===== config.mk =====
export PLATFORM = sky130hd
export DESIGN_NAME = render_manager
export DESIGN_NICKNAME = d
export VERILOG_FILES = /design/src/render_pkg.sv /design/src/render_manager.sv /design/src/edge_walker.sv /design/src/triangle_setup.sv /design/src/screen_filler.sv
export SDC_FILE = /design/constraint.sdc
export NUM_CORES = 2
export LEC_CHECK = 0
export BUFFER_PORTS_ARGS = -buffer_cell sky130_fd_sc_hd__buf_4
export CORE_ASPECT_RATIO = 2
export CORE_MARGIN = 8
export CORE_UTILIZATION = 55
export DETAILED_ROUTE_END_ITERATION = 8
export PLACE_DENSITY_LB_ADDON = 0.1
export SYNTH_ARGS = -nofsm -noshare
export SYNTH_HDL_FRONTEND = slang
export SYNTH_SLANG_ARGS = --single-unit

===== constraint.sdc =====
create_clock -name clk -period 30.7 [get_ports clk]
set_input_delay 1.535 -clock clk [delete_from_list [all_inputs] [get_ports clk]]
set_output_delay 1.535 -clock clk [all_outputs]
set_load 0.02 [all_outputs]

===== src/render_pkg.sv =====
`default_nettype none

package render_pkg;

    // screen geometry in whole pixels
    localparam int SCREEN_W = 16;
    localparam int SCREEN_H = 12;

    localparam int COORD_BITS = 8;   // unsigned pixel and vertex coordinates
    localparam int COLOR_BITS = 12;  // 4 bits each of r, g, b
    localparam int DEPTH_BITS = 16;

    // the fill leaves every pixel at the far plane
    localparam logic [DEPTH_BITS-1:0] DEPTH_FAR = '1;

    // wide enough for any edge value or doubled area with 8-bit coordinates
    localparam int EDGE_BITS = 18;

    // 1 drops clockwise triangles, 0 flips them to counter-clockwise and draws them
    localparam bit BACKFACE_CULLING = 1'b1;

    // frame sequencing states of the manager
    localparam logic [1:0] ST_FILL      = 2'd0;
    localparam logic [1:0] ST_FILL_WAIT = 2'd1;
    localparam logic [1:0] ST_TRIANGLE  = 2'd2;

    // E(a,b,p) = (bx-ax)(py-ay) - (by-ay)(px-ax), positive when p lies left of a->b
    function automatic logic signed [EDGE_BITS-1:0] edge_value(
        input logic [COORD_BITS-1:0] ax,
        input logic [COORD_BITS-1:0] ay,
        input logic [COORD_BITS-1:0] bx,
        input logic [COORD_BITS-1:0] by,
        input logic [COORD_BITS-1:0] px,
        input logic [COORD_BITS-1:0] py
    );
        logic signed [EDGE_BITS-1:0] dx_ab;
        logic signed [EDGE_BITS-1:0] dy_ab;
        logic signed [EDGE_BITS-1:0] dx_ap;
        logic signed [EDGE_BITS-1:0] dy_ap;
        dx_ab = EDGE_BITS'(bx) - EDGE_BITS'(ax);
        dy_ab = EDGE_BITS'(by) - EDGE_BITS'(ay);
        dx_ap = EDGE_BITS'(px) - EDGE_BITS'(ax);
        dy_ap = EDGE_BITS'(py) - EDGE_BITS'(ay);
        return dx_ab * dy_ap - dy_ab * dx_ap;  // the true value always fits in EDGE_BITS
    endfunction

endpackage

`default_nettype wire

===== src/render_manager.sv =====
`timescale 1ns/10ps
`default_nettype none

module render_manager (
    input  wire logic                              clk,
    input  wire logic                              rst,
    input  wire logic                              begin_frame,
    input  wire logic [render_pkg::COLOR_BITS-1:0] fill_color,
    input  wire logic                              fill_valid,
    input  wire logic [render_pkg::COORD_BITS-1:0] tri_x0,
    input  wire logic [render_pkg::COORD_BITS-1:0] tri_y0,
    input  wire logic [render_pkg::COORD_BITS-1:0] tri_x1,
    input  wire logic [render_pkg::COORD_BITS-1:0] tri_y1,
    input  wire logic [render_pkg::COORD_BITS-1:0] tri_x2,
    input  wire logic [render_pkg::COORD_BITS-1:0] tri_y2,
    input  wire logic [render_pkg::COLOR_BITS-1:0] tri_color,
    input  wire logic [render_pkg::DEPTH_BITS-1:0] tri_depth,
    input  wire logic                              triangle_valid,
    input  wire logic                              out_ready,
    output logic                                   fill_ready,
    output logic                                   triangle_ready,
    output logic      [render_pkg::COORD_BITS-1:0] out_pixel_x,
    output logic      [render_pkg::COORD_BITS-1:0] out_pixel_y,
    output logic      [render_pkg::DEPTH_BITS-1:0] out_depth,
    output logic      [render_pkg::COLOR_BITS-1:0] out_color,
    output logic                                   out_compare_depth,
    output logic                                   out_valid,
    output logic                                   busy
);
    import render_pkg::*;

    logic [1:0]            state, state_next;
    logic                  fill_start;
    logic [COLOR_BITS-1:0] fill_color_reg;
    logic                  in_triangle;

    logic                  filler_busy, filler_valid;
    logic [COORD_BITS-1:0] filler_x, filler_y;
    logic [COLOR_BITS-1:0] filler_color;

    logic                  setup_valid, setup_in_ready, setup_busy;
    logic [COORD_BITS-1:0] span_x_min, span_x_max, span_y_min, span_y_max;
    logic [COORD_BITS-1:0] span_x0, span_y0, span_x1, span_y1, span_x2, span_y2;
    logic [COLOR_BITS-1:0] span_color;
    logic [DEPTH_BITS-1:0] span_depth;
    logic                  span_valid, span_ready;

    logic                  walker_busy, walker_valid;
    logic [COORD_BITS-1:0] walker_x, walker_y;
    logic [COLOR_BITS-1:0] walker_color;
    logic [DEPTH_BITS-1:0] walker_depth;

    assign fill_ready = 1'b1;

    always_ff @(posedge clk or posedge rst) begin
        if (rst) begin
            fill_color_reg <= '0;  // black screen for the fill after reset
        end else if (fill_valid) begin
            fill_color_reg <= fill_color;
        end
    end

    always_ff @(posedge clk or posedge rst) begin
        if (rst) begin
            state <= ST_FILL;
        end else begin
            state <= state_next;
        end
    end

    always_comb begin
        state_next = state;
        fill_start = 1'b0;
        case (state)
            ST_FILL: begin
                fill_start = 1'b1;
                state_next = ST_FILL_WAIT;
            end
            ST_FILL_WAIT: if (!filler_busy) state_next = ST_TRIANGLE;
            ST_TRIANGLE:  if (begin_frame) state_next = ST_FILL;
            default:      state_next = ST_FILL;
        endcase
    end

    assign in_triangle    = (state == ST_TRIANGLE);
    assign setup_valid    = in_triangle && triangle_valid;
    assign triangle_ready = in_triangle && setup_in_ready;  // closed while the screen clears
    assign busy           = in_triangle ? (setup_busy || walker_busy) : filler_busy;

    // the walker is idle outside TRIANGLE, so the filler owns the port there
    assign out_pixel_x       = in_triangle ? walker_x : filler_x;
    assign out_pixel_y       = in_triangle ? walker_y : filler_y;
    assign out_depth         = in_triangle ? walker_depth : DEPTH_FAR;
    assign out_color         = in_triangle ? walker_color : filler_color;
    assign out_compare_depth = in_triangle;
    assign out_valid         = in_triangle ? walker_valid : filler_valid;

    screen_filler u_filler (
        .clk(clk), .rst(rst), .fill_start(fill_start), .fill_color(fill_color_reg),
        .out_ready(out_ready), .busy(filler_busy), .out_pixel_x(filler_x),
        .out_pixel_y(filler_y), .out_color(filler_color), .out_valid(filler_valid)
    );

    triangle_setup u_setup (
        .clk(clk), .rst(rst),
        .tri_x0(tri_x0), .tri_y0(tri_y0), .tri_x1(tri_x1), .tri_y1(tri_y1),
        .tri_x2(tri_x2), .tri_y2(tri_y2), .tri_color(tri_color), .tri_depth(tri_depth),
        .in_valid(setup_valid), .span_ready(span_ready),
        .in_ready(setup_in_ready), .busy(setup_busy),
        .span_x_min(span_x_min), .span_x_max(span_x_max),
        .span_y_min(span_y_min), .span_y_max(span_y_max),
        .span_x0(span_x0), .span_y0(span_y0), .span_x1(span_x1), .span_y1(span_y1),
        .span_x2(span_x2), .span_y2(span_y2),
        .span_color(span_color), .span_depth(span_depth), .span_valid(span_valid)
    );

    edge_walker u_walker (
        .clk(clk), .rst(rst),
        .span_x_min(span_x_min), .span_x_max(span_x_max),
        .span_y_min(span_y_min), .span_y_max(span_y_max),
        .span_x0(span_x0), .span_y0(span_y0), .span_x1(span_x1), .span_y1(span_y1),
        .span_x2(span_x2), .span_y2(span_y2),
        .span_color(span_color), .span_depth(span_depth), .span_valid(span_valid),
        .out_ready(out_ready), .span_ready(span_ready), .busy(walker_busy),
        .out_pixel_x(walker_x), .out_pixel_y(walker_y),
        .out_color(walker_color), .out_depth(walker_depth), .out_valid(walker_valid)
    );

endmodule

`default_nettype wire


===== src/edge_walker.sv =====
`timescale 1ns/10ps
`default_nettype none

module edge_walker (
    input  wire logic                              clk,
    input  wire logic                              rst,
    input  wire logic [render_pkg::COORD_BITS-1:0] span_x_min,
    input  wire logic [render_pkg::COORD_BITS-1:0] span_x_max,
    input  wire logic [render_pkg::COORD_BITS-1:0] span_y_min,
    input  wire logic [render_pkg::COORD_BITS-1:0] span_y_max,
    input  wire logic [render_pkg::COORD_BITS-1:0] span_x0,
    input  wire logic [render_pkg::COORD_BITS-1:0] span_y0,
    input  wire logic [render_pkg::COORD_BITS-1:0] span_x1,
    input  wire logic [render_pkg::COORD_BITS-1:0] span_y1,
    input  wire logic [render_pkg::COORD_BITS-1:0] span_x2,
    input  wire logic [render_pkg::COORD_BITS-1:0] span_y2,
    input  wire logic [render_pkg::COLOR_BITS-1:0] span_color,
    input  wire logic [render_pkg::DEPTH_BITS-1:0] span_depth,
    input  wire logic                              span_valid,
    input  wire logic                              out_ready,
    output logic                                   span_ready,
    output logic                                   busy,
    output logic      [render_pkg::COORD_BITS-1:0] out_pixel_x,
    output logic      [render_pkg::COORD_BITS-1:0] out_pixel_y,
    output logic      [render_pkg::COLOR_BITS-1:0] out_color,
    output logic      [render_pkg::DEPTH_BITS-1:0] out_depth,
    output logic                                   out_valid
);
    import render_pkg::*;

    logic [COORD_BITS-1:0]       vx [3];
    logic [COORD_BITS-1:0]       vy [3];
    logic signed [EDGE_BITS-1:0] e_init [3];
    logic signed [EDGE_BITS-1:0] e_cur [3];
    logic signed [EDGE_BITS-1:0] e_row [3];
    logic signed [EDGE_BITS-1:0] step_x [3];
    logic signed [EDGE_BITS-1:0] step_y [3];
    logic [COORD_BITS-1:0]       x_min, x_max, y_max;
    logic                        active;
    logic                        covered;
    logic                        advance;
    logic                        row_end;
    logic                        last;

    // edge i runs from vertex i to vertex i+1, all evaluated at the top left box corner
    always_comb begin
        vx[0] = span_x0;
        vy[0] = span_y0;
        vx[1] = span_x1;
        vy[1] = span_y1;
        vx[2] = span_x2;
        vy[2] = span_y2;
        for (int i = 0; i < 3; i++) begin
            e_init[i] = edge_value(vx[i], vy[i], vx[(i+1)%3], vy[(i+1)%3],
                                   span_x_min, span_y_min);
        end
    end

    assign span_ready = !active;
    assign busy       = active;

    assign covered   = !e_cur[0][EDGE_BITS-1] && !e_cur[1][EDGE_BITS-1] && !e_cur[2][EDGE_BITS-1];
    assign out_valid = active && covered;
    assign advance   = active && (!covered || out_ready);  // empty positions cost one cycle
    assign row_end   = (out_pixel_x == x_max);
    assign last      = row_end && (out_pixel_y == y_max);

    always_ff @(posedge clk or posedge rst) begin
        if (rst) begin
            active <= 1'b0;
        end else if (span_valid && span_ready) begin
            active <= 1'b1;
        end else if (advance && last) begin
            active <= 1'b0;
        end
    end

    always_ff @(posedge clk) begin
        if (span_valid && span_ready) begin
            out_pixel_x <= span_x_min;
            out_pixel_y <= span_y_min;
            x_min       <= span_x_min;
            x_max       <= span_x_max;
            y_max       <= span_y_max;
            out_color   <= span_color;
            out_depth   <= span_depth;
            for (int i = 0; i < 3; i++) begin
                e_cur[i]  <= e_init[i];
                e_row[i]  <= e_init[i];
                step_x[i] <= EDGE_BITS'(vy[i]) - EDGE_BITS'(vy[(i+1)%3]);
                step_y[i] <= EDGE_BITS'(vx[(i+1)%3]) - EDGE_BITS'(vx[i]);
            end
        end else if (advance && !last) begin
            if (row_end) begin
                out_pixel_x <= x_min;
                out_pixel_y <= out_pixel_y + 1'b1;
                for (int i = 0; i < 3; i++) begin
                    e_row[i] <= e_row[i] + step_y[i];
                    e_cur[i] <= e_row[i] + step_y[i];  // restart from the row start, one row down
                end
            end else begin
                out_pixel_x <= out_pixel_x + 1'b1;
                for (int i = 0; i < 3; i++) begin
                    e_cur[i] <= e_cur[i] + step_x[i];
                end
            end
        end
    end

endmodule

`default_nettype wire


===== src/triangle_setup.sv =====
`timescale 1ns/10ps
`default_nettype none

module triangle_setup (
    input  wire logic                              clk,
    input  wire logic                              rst,
    input  wire logic [render_pkg::COORD_BITS-1:0] tri_x0,
    input  wire logic [render_pkg::COORD_BITS-1:0] tri_y0,
    input  wire logic [render_pkg::COORD_BITS-1:0] tri_x1,
    input  wire logic [render_pkg::COORD_BITS-1:0] tri_y1,
    input  wire logic [render_pkg::COORD_BITS-1:0] tri_x2,
    input  wire logic [render_pkg::COORD_BITS-1:0] tri_y2,
    input  wire logic [render_pkg::COLOR_BITS-1:0] tri_color,
    input  wire logic [render_pkg::DEPTH_BITS-1:0] tri_depth,
    input  wire logic                              in_valid,
    input  wire logic                              span_ready,
    output logic                                   in_ready,
    output logic                                   busy,
    output logic      [render_pkg::COORD_BITS-1:0] span_x_min,
    output logic      [render_pkg::COORD_BITS-1:0] span_x_max,
    output logic      [render_pkg::COORD_BITS-1:0] span_y_min,
    output logic      [render_pkg::COORD_BITS-1:0] span_y_max,
    output logic      [render_pkg::COORD_BITS-1:0] span_x0,
    output logic      [render_pkg::COORD_BITS-1:0] span_y0,
    output logic      [render_pkg::COORD_BITS-1:0] span_x1,
    output logic      [render_pkg::COORD_BITS-1:0] span_y1,
    output logic      [render_pkg::COORD_BITS-1:0] span_x2,
    output logic      [render_pkg::COORD_BITS-1:0] span_y2,
    output logic      [render_pkg::COLOR_BITS-1:0] span_color,
    output logic      [render_pkg::DEPTH_BITS-1:0] span_depth,
    output logic                                   span_valid
);
    import render_pkg::*;

    logic                        loaded;
    logic [COORD_BITS-1:0]       x0, y0, x1, y1, x2, y2;
    logic [COORD_BITS-1:0]       x_lo, x_hi, y_lo, y_hi;
    logic signed [EDGE_BITS-1:0] area;
    logic                        box_empty;
    logic                        swap;
    logic                        drop;

    assign in_ready = !loaded;
    assign busy     = loaded;

    always_ff @(posedge clk or posedge rst) begin
        if (rst) begin
            loaded <= 1'b0;
        end else if (in_valid && in_ready) begin
            loaded <= 1'b1;
        end else if (loaded && (drop || span_ready)) begin
            loaded <= 1'b0;  // handed to the walker or discarded
        end
    end

    always_ff @(posedge clk) begin
        if (in_valid && in_ready) begin
            x0         <= tri_x0;
            y0         <= tri_y0;
            x1         <= tri_x1;
            y1         <= tri_y1;
            x2         <= tri_x2;
            y2         <= tri_y2;
            span_color <= tri_color;
            span_depth <= tri_depth;
        end
    end

    always_comb begin
        x_lo = (x0 < x1) ? x0 : x1;
        x_hi = (x0 < x1) ? x1 : x0;
        y_lo = (y0 < y1) ? y0 : y1;
        y_hi = (y0 < y1) ? y1 : y0;
        if (x2 < x_lo) x_lo = x2;
        if (x2 > x_hi) x_hi = x2;
        if (y2 < y_lo) y_lo = y2;
        if (y2 > y_hi) y_hi = y2;
        area = edge_value(x0, y0, x1, y1, x2, y2);
        // coordinates are unsigned so only the low corner can fall off the screen entirely
        box_empty = (x_lo >= SCREEN_W) || (y_lo >= SCREEN_H);
        swap = (area < 0);  // clockwise
        drop = box_empty || (area == 0) || (BACKFACE_CULLING && swap);
    end

    assign span_x_min = x_lo;
    assign span_y_min = y_lo;
    assign span_x_max = (x_hi > SCREEN_W - 1) ? COORD_BITS'(SCREEN_W - 1) : x_hi;
    assign span_y_max = (y_hi > SCREEN_H - 1) ? COORD_BITS'(SCREEN_H - 1) : y_hi;

    // swapping v1 and v2 turns a clockwise triangle counter-clockwise
    assign span_x0 = x0;
    assign span_y0 = y0;
    assign span_x1 = swap ? x2 : x1;
    assign span_y1 = swap ? y2 : y1;
    assign span_x2 = swap ? x1 : x2;
    assign span_y2 = swap ? y1 : y2;

    assign span_valid = loaded && !drop;

endmodule

`default_nettype wire


===== src/screen_filler.sv =====
`timescale 1ns/10ps
`default_nettype none

module screen_filler (
    input  wire logic                              clk,
    input  wire logic                              rst,
    input  wire logic                              fill_start,
    input  wire logic [render_pkg::COLOR_BITS-1:0] fill_color,
    input  wire logic                              out_ready,
    output logic                                   busy,
    output logic      [render_pkg::COORD_BITS-1:0] out_pixel_x,
    output logic      [render_pkg::COORD_BITS-1:0] out_pixel_y,
    output logic      [render_pkg::COLOR_BITS-1:0] out_color,
    output logic                                   out_valid
);
    import render_pkg::*;

    logic row_end;
    logic last;

    assign row_end = (out_pixel_x == COORD_BITS'(SCREEN_W - 1));
    assign last    = row_end && (out_pixel_y == COORD_BITS'(SCREEN_H - 1));

    assign busy = fill_start || out_valid;  // covers the start cycle before valid rises

    always_ff @(posedge clk or posedge rst) begin
        if (rst) begin
            out_valid   <= 1'b0;
            out_pixel_x <= '0;
            out_pixel_y <= '0;
        end else if (fill_start) begin
            out_valid   <= 1'b1;
            out_pixel_x <= '0;
            out_pixel_y <= '0;
        end else if (out_valid && out_ready) begin
            if (last) begin
                out_valid <= 1'b0;  // whole screen written
            end else if (row_end) begin
                out_pixel_x <= '0;
                out_pixel_y <= out_pixel_y + 1'b1;
            end else begin
                out_pixel_x <= out_pixel_x + 1'b1;
            end
        end
    end

    // colour is captured once so a new fill colour cannot tear the frame
    always_ff @(posedge clk) begin
        if (fill_start) begin
            out_color <= fill_color;
        end
    end

endmodule

`default_nettype wire


## Yosys cells after proc, flatten, opt, wreduce, memory -nomap -nowiden

Memory sizes are Yosys's and may differ from the RTL's.
Cells that the tools add are included.

| storage, ports and cells | value |
|---|---|
| register bits | 189 |
| RAM bits | 216 |
| memories | 4 |

Memory list:

| name | words | bits a word | read ports | clocked after memory_dff | write ports | RTL line | RTL |
|---|---|---|---|---|---|---|---|
| u_walker.e_cur | 3 | 18 | 3 | 0 | 3 | edge_walker.sv:34 | `logic signed [EDGE_BITS-1:0] e_cur [3];` |
| u_walker.e_row | 3 | 18 | 3 | 0 | 3 | edge_walker.sv:35 | `logic signed [EDGE_BITS-1:0] e_row [3];` |
| u_walker.step_x | 3 | 18 | 3 | 0 | 3 | edge_walker.sv:36 | `logic signed [EDGE_BITS-1:0] step_x [3];` |
| u_walker.step_y | 3 | 18 | 3 | 0 | 3 | edge_walker.sv:37 | `logic signed [EDGE_BITS-1:0] step_y [3];` |

| operators by class | value |
|---|---|
| add/subtract/negate cells | 33 |
| $mul | 8 |
| magnitude comparators | 11 |
| equal/unequal tests | 9 |
| muxes and demuxes | 62 |
| bitwise gates (word level) | 9 |
| reductions and logical operators | 44 |

Operators with widths:

| cell | number |
|---|---|
| 8-bit two-way mux | 28 |
| 8-bit by 8-bit subtractor with 9-bit output | 19 |
| 18-bit two-way mux | 9 |
| 18-bit by 18-bit multiplier with 18-bit output | 7 |
| 18-bit adder | 6 |
| 18-bit subtractor | 4 |
| 8-bit by 1-bit adder with 8-bit output, second input constant | 4 |
| 32-bit logical NOT | 1 |
| 8-bit < comparator | 4 |
| 1-bit two-way mux | 20 |
| 18-bit by 1-bit < comparator with 1-bit output, second input constant | 1 |
| 9-bit by 9-bit multiplier with 18-bit output | 1 |
| 8-bit by 4-bit equality test with 1-bit output, second input constant | 2 |
| 8-bit equality test | 2 |
| 8-bit by 4-bit greater-than comparator with 1-bit output, second input constant | 2 |
| 8-bit greater-than comparator | 2 |
| 16-bit two-way mux | 1 |
| 1-bit logical AND | 15 |
| 2-bit nonzero test | 7 |
| 12-bit two-way mux | 1 |
| 1-bit bitwise OR | 9 |
| 8-bit by 4-bit >= comparator with 1-bit output, second input constant | 1 |
| 8-bit by 5-bit >= comparator with 1-bit output, second input constant | 1 |
| 1-bit logical NOT | 8 |
| 10 further kinds | 21 |

## Longest topological paths before layout

| depth | value |
|---|---|
| depth after elaboration | 15 |
| gate-level depth with buffers | 70 |

## Hierarchy

From an unflattened synthesis, not the netlist that was laid out.

| unflattened totals | value |
|---|---|
| cell total of the unflattened synthesis | 5,327 |
| area, all modules | 51,981.1 µm² |

By module, submodules not included:

| module | instances | cells an instance | area each (µm²) | seq. area each (µm²) |
|---|---|---|---|---|
| edge_walker | 1 | 3,808 | 37,104.3 | 6,931.6 |
| triangle_setup | 1 | 1,308 | 12,319.3 | 2,307.2 |
| screen_filler | 1 | 119 | 1,371.3 | 785.8 |
| render_manager | 1 | 92 | 1,186.1 | 350.3 |

## Worst setup path after synthesis

OpenSTA, ideal clock, no wires.

| path | value |
|---|---|
| kind | register -> register |
| start | register u_setup.x0[1] (netlist: u_setup.span_x0[1]) |
| end | memory u_walker.e_cur[0][16], data pin |
| library setup time | 0.259 ns |
| data arrival time | 16.499 ns |
| required time | 30.441 ns |
| slack | 13.942 ns |
| cell stages (with the launch flop) | 65 |
| buffers on the path | 8 |
| cell sequence | edfxtp_1 -> clkbuf_1 -> inv_1 -> fa_1 -> a21o_1 -> a21oi_1 -> o21bai_1 -> a21oi_1 -> xor2_1 -> nor2_1 -> fa_1 -> fa_1 -> inv_1 -> fa_1 -> inv_1 -> fa_1 -> fa_1 -> fa_1 -> [... 29 more ...] -> inv_1 -> fa_1 -> fa_1 -> fa_1 -> fa_1 -> inv_1 -> fa_1 -> inv_1 -> ha_1 -> inv_1 -> o21bai_1 -> a21oi_1 -> o211ai_1 -> a31o_2 -> a21oi_1 -> xnor2_1 -> a21boi_0 -> a211o_1 |

RTL lines:

| item | RTL line | RTL |
|---|---|---|
| start: declaration | triangle_setup.sv:36 | `logic [COORD_BITS-1:0] x0, y0, x1, y1, x2, y2;` |
| start signal: assignment | triangle_setup.sv:58 | `x0 <= tri_x0;` |
| end: declaration | edge_walker.sv:34 |  |

==> impl_metrics.json <==
{
  "status": "completed",
  "cts_inserted_buffers": 39,
  "cts_setup_buffers": 0,
  "slew_viol_final": 0,
  "antenna_left": 0,
  "grt_max_degree": 76,
  "max_stage_delay_ns": 0.61,
  "slew_headroom_pct": 13.9,
  "multiInputGateArea_sq_um": 38300,
  "grt_pass1_wl_mm": 245,
  "drt_iter0_drc": 2810,
  "yosysWarnings": 0,
  "cts_root_buf": "clkbuf_16",
  "critPathKind": "reg2reg",
  "holdWs_ns": 0.418,
  "vias": 40400,
  "yosysSeqAreaShare_pct": 19.7,
  "cts_tree": "yes",
  "first_pass_iters": 7,
  "endpoint_kind": "register",
  "setup_violations": 0,
  "dp_hpwl_mm": 129,
  "path_delay_family": "adder cells",
  "synth-edff-count": 318,
  "final_hold_viol_count": 0,
  "drive_gt1_share_pct": 6.94,
  "arrival_ns": 18.93,
  "die_w_um": 235,
  "max_clock_freq_mhz": 54.0,
  "wl_mm": 157,
  "regArea_sq_um": 10400,
  "ys_ff_latch": 351,
  "cp_slowest_cell": "xnor2_1",
  "synth.distinct_cells": 94,
  "die_area_sq_um": 107000,
  "skew_ns": 0.0382,
  "critical_path.startpoint_type": "register",
  "ys_async_sr_fraction_pct": 9.40,
  "tightestPinTransition_ns": 1.28,
  "clk_pin_slew_worst_paths_ns": 0.06,
  "ys.flop_type": "edfxtp_1",
  "finalWeightedCongestion": 0.969,
  "ctsHtreeMaxLevel": 2,
  "use_met1_pct": 34.6,
  "cts_hold_buf": 0,
  "fin_crit_sh_pct": 60.3,
  "grt_usage_pct": 29.6,
  "io_pins": 143,
  "clock_latency_ns": 0.62,
  "post_cts_resized": 0,
  "wl_per_cell_um": 22.5,
  "antenna_found_initial": 2,
  "syn-cell-area_sq_um": 52800,
  "portBuffers": 141,
  "fin_setup_tns_ns": 0,
  "fin_nets": 7093,
  "rsz0062_at_grt": "false",
  "mostFrequentLayoutCells": "972 x inv_1, 712 x fa_1, 566 x nor2_1",
  "rows": 161,
  "avgSynthCellArea_sq_um": 9.40,
  "post-route-min-period_ns": 18.52,
  "layout_commonest_cell": "inv_1",
  "viasPerCell": 5.79,
  "worstPathMaxFanout": 39,
  "max_cap_violations": 0,
  "syn-instance-count": 5617,
  "crit_top_cell": "fa_1",
  "clkSinkCount": 351,
  "start_util_pct": 55.2,
  "cp_data_required_time_ns": 31.10,
  "fill_cells": 8406,
  "syn2layout_area_growth_pct": 7.52,
  "coreArea_sq_um": 95700,
  "die_y_um": 454,
  "use_met2_pct": 53.3,
  "clk_path_buf_depth": 3,
  "drc": 0,
  "grt.busiest_layer": "met2",
  "path_buf_inv": 13,
  "grt_pass1_vias": 42700,
  "hp-class": "reg2reg",
  "top_regs": "u_walker.e_cur x54, u_walker.e_row x54",
  "grtUsageMet3_pct": 2.73,
  "globalRouteOverflowTotal": 0
}
cell usage after synthesis (10+ instances only):
cell        n  area share (%)
clkbuf_1  101            0.72
dfrtp_1    33             1.6
o31a_1     10            0.17
a21oi_1   260             2.5
inv_1     972             6.9
nand4_1    27            0.32
and2_1     69            0.82
a221oi_1   10            0.17
xnor2_1   247             4.1
mux2_2     39            0.83
nand2_1   454             3.2
nand3_1    59            0.56
a31oi_1    19            0.23
nor2b_1    69            0.82
edfxtp_1  318              18
nor4_1     17            0.20
nor3b_1    13            0.18
or3_1      29            0.34
o211ai_1   25            0.36
nor2_1    568             4.0
buf_2      13            0.12
ha_1      550              13
a21boi_0   22            0.31
maj3_1     17            0.32
mux2i_1    43            0.82
o21a_1     31            0.44
o21bai_1   50            0.71
or2_2      52            0.62
a211oi_1   22            0.31
o31ai_1    27            0.38
fa_1      712              27
nand2b_1  102             1.2
xor2_1    116             1.9
and3_1     19            0.23
o21ai_0   177             1.7
nor3_1     69            0.65
a21o_1     96             1.4
cell families (layout without fill, tap and decap cells):
family | Yosys count | count (layout) | synth area share [%]
flip-flops | 351 | 351 | 19.7
AND/OR/NAND/NOR | 1570 | 1570 | 13.6
adder cells (fa/ha/maj) | 1280 | 1280 | 40.4
multiplexers | 88 | 88 | 1.84
AO/OA/AOI/OAI | 854 | 854 | 10.4
buffers and inverters | 1103 | 1246 | 7.92
XOR/XNOR | 369 | 369 | 6.23
other | 2 | 10 | 0.0142
path summary, 6_finish.rpt:
path	start	slack, ns	end	cells past startpoint
worst min-delay path	u_setup.span_depth[13]	0.42	u_walker.out_depth[13]	0
worst max register to register	u_setup.span_y0[1]	12.18	u_walker.e_cur[0][53]	59
worst max-delay path	u_setup.span_y0[1]	12.18	u_walker.e_cur[0][53]	59
worst min register to register	u_setup.span_depth[13]	0.42	u_walker.out_depth[13]	0
min in group asynchronous	rst	1.02	u_setup.busy	3
max in group asynchronous	rst	29.36	fill_color_reg[4]	3
layout make-up:
class                   instances  area share, %
repair buffers                199           2.65
clock buffers                  45           1.76
clock inverters                26          0.637
inverters                     976           6.45
well taps                    1222           2.69
diodes                          1        0.00441
multi-input cells            4170           67.5
flip-flops and latches        351           18.3
through the flow:
stage / util [%] / setup WS [ns] / std cells / cell area [sq um]
after floorplan: - / 13.94 / 5624 / 52800
after global placement: 57.9 / 12.75 / 6918 / 55400
after detailed placement: 57.9 / 12.35 / 6918 / 55400
after CTS: 59.3 / 12.33 / 6989 / 56800
after global routing: 59.3 / 11.24 / 6989 / 56800
final: 59.3 / 12.18 / 6990 / 56800
worst register-to-register path, delay by kind of cell, from the launching register on:
| family | cells | cell delay, ns |
|---|---|---|
| adders and majority gates | 19 | 8.81 |
| AOI/OAI and AO/OA | 16 | 4.66 |
| buffers and inverters | 13 | 2.07 |
| and+or+nand+nor | 8 | 1.28 |
| xor gates and xnor gates | 3 | 0.90 |
| DFF | 1 | 0.60 |
layer usage:
layer / part of all wire, % / routed length, um / up-vias
met5: 0.015 / 23 / -
met1: 38 / 60000 / 20300
li1: - / - / 18500
met2: 51 / 79600 / 1287
met4: 6.6 / 10400 / 4
met3: 4.6 / 7170 / 363
Power is left out: the tool's default activity adds up to more than one toggle a clock period on the data nets, which glitch-free logic cannot reach.
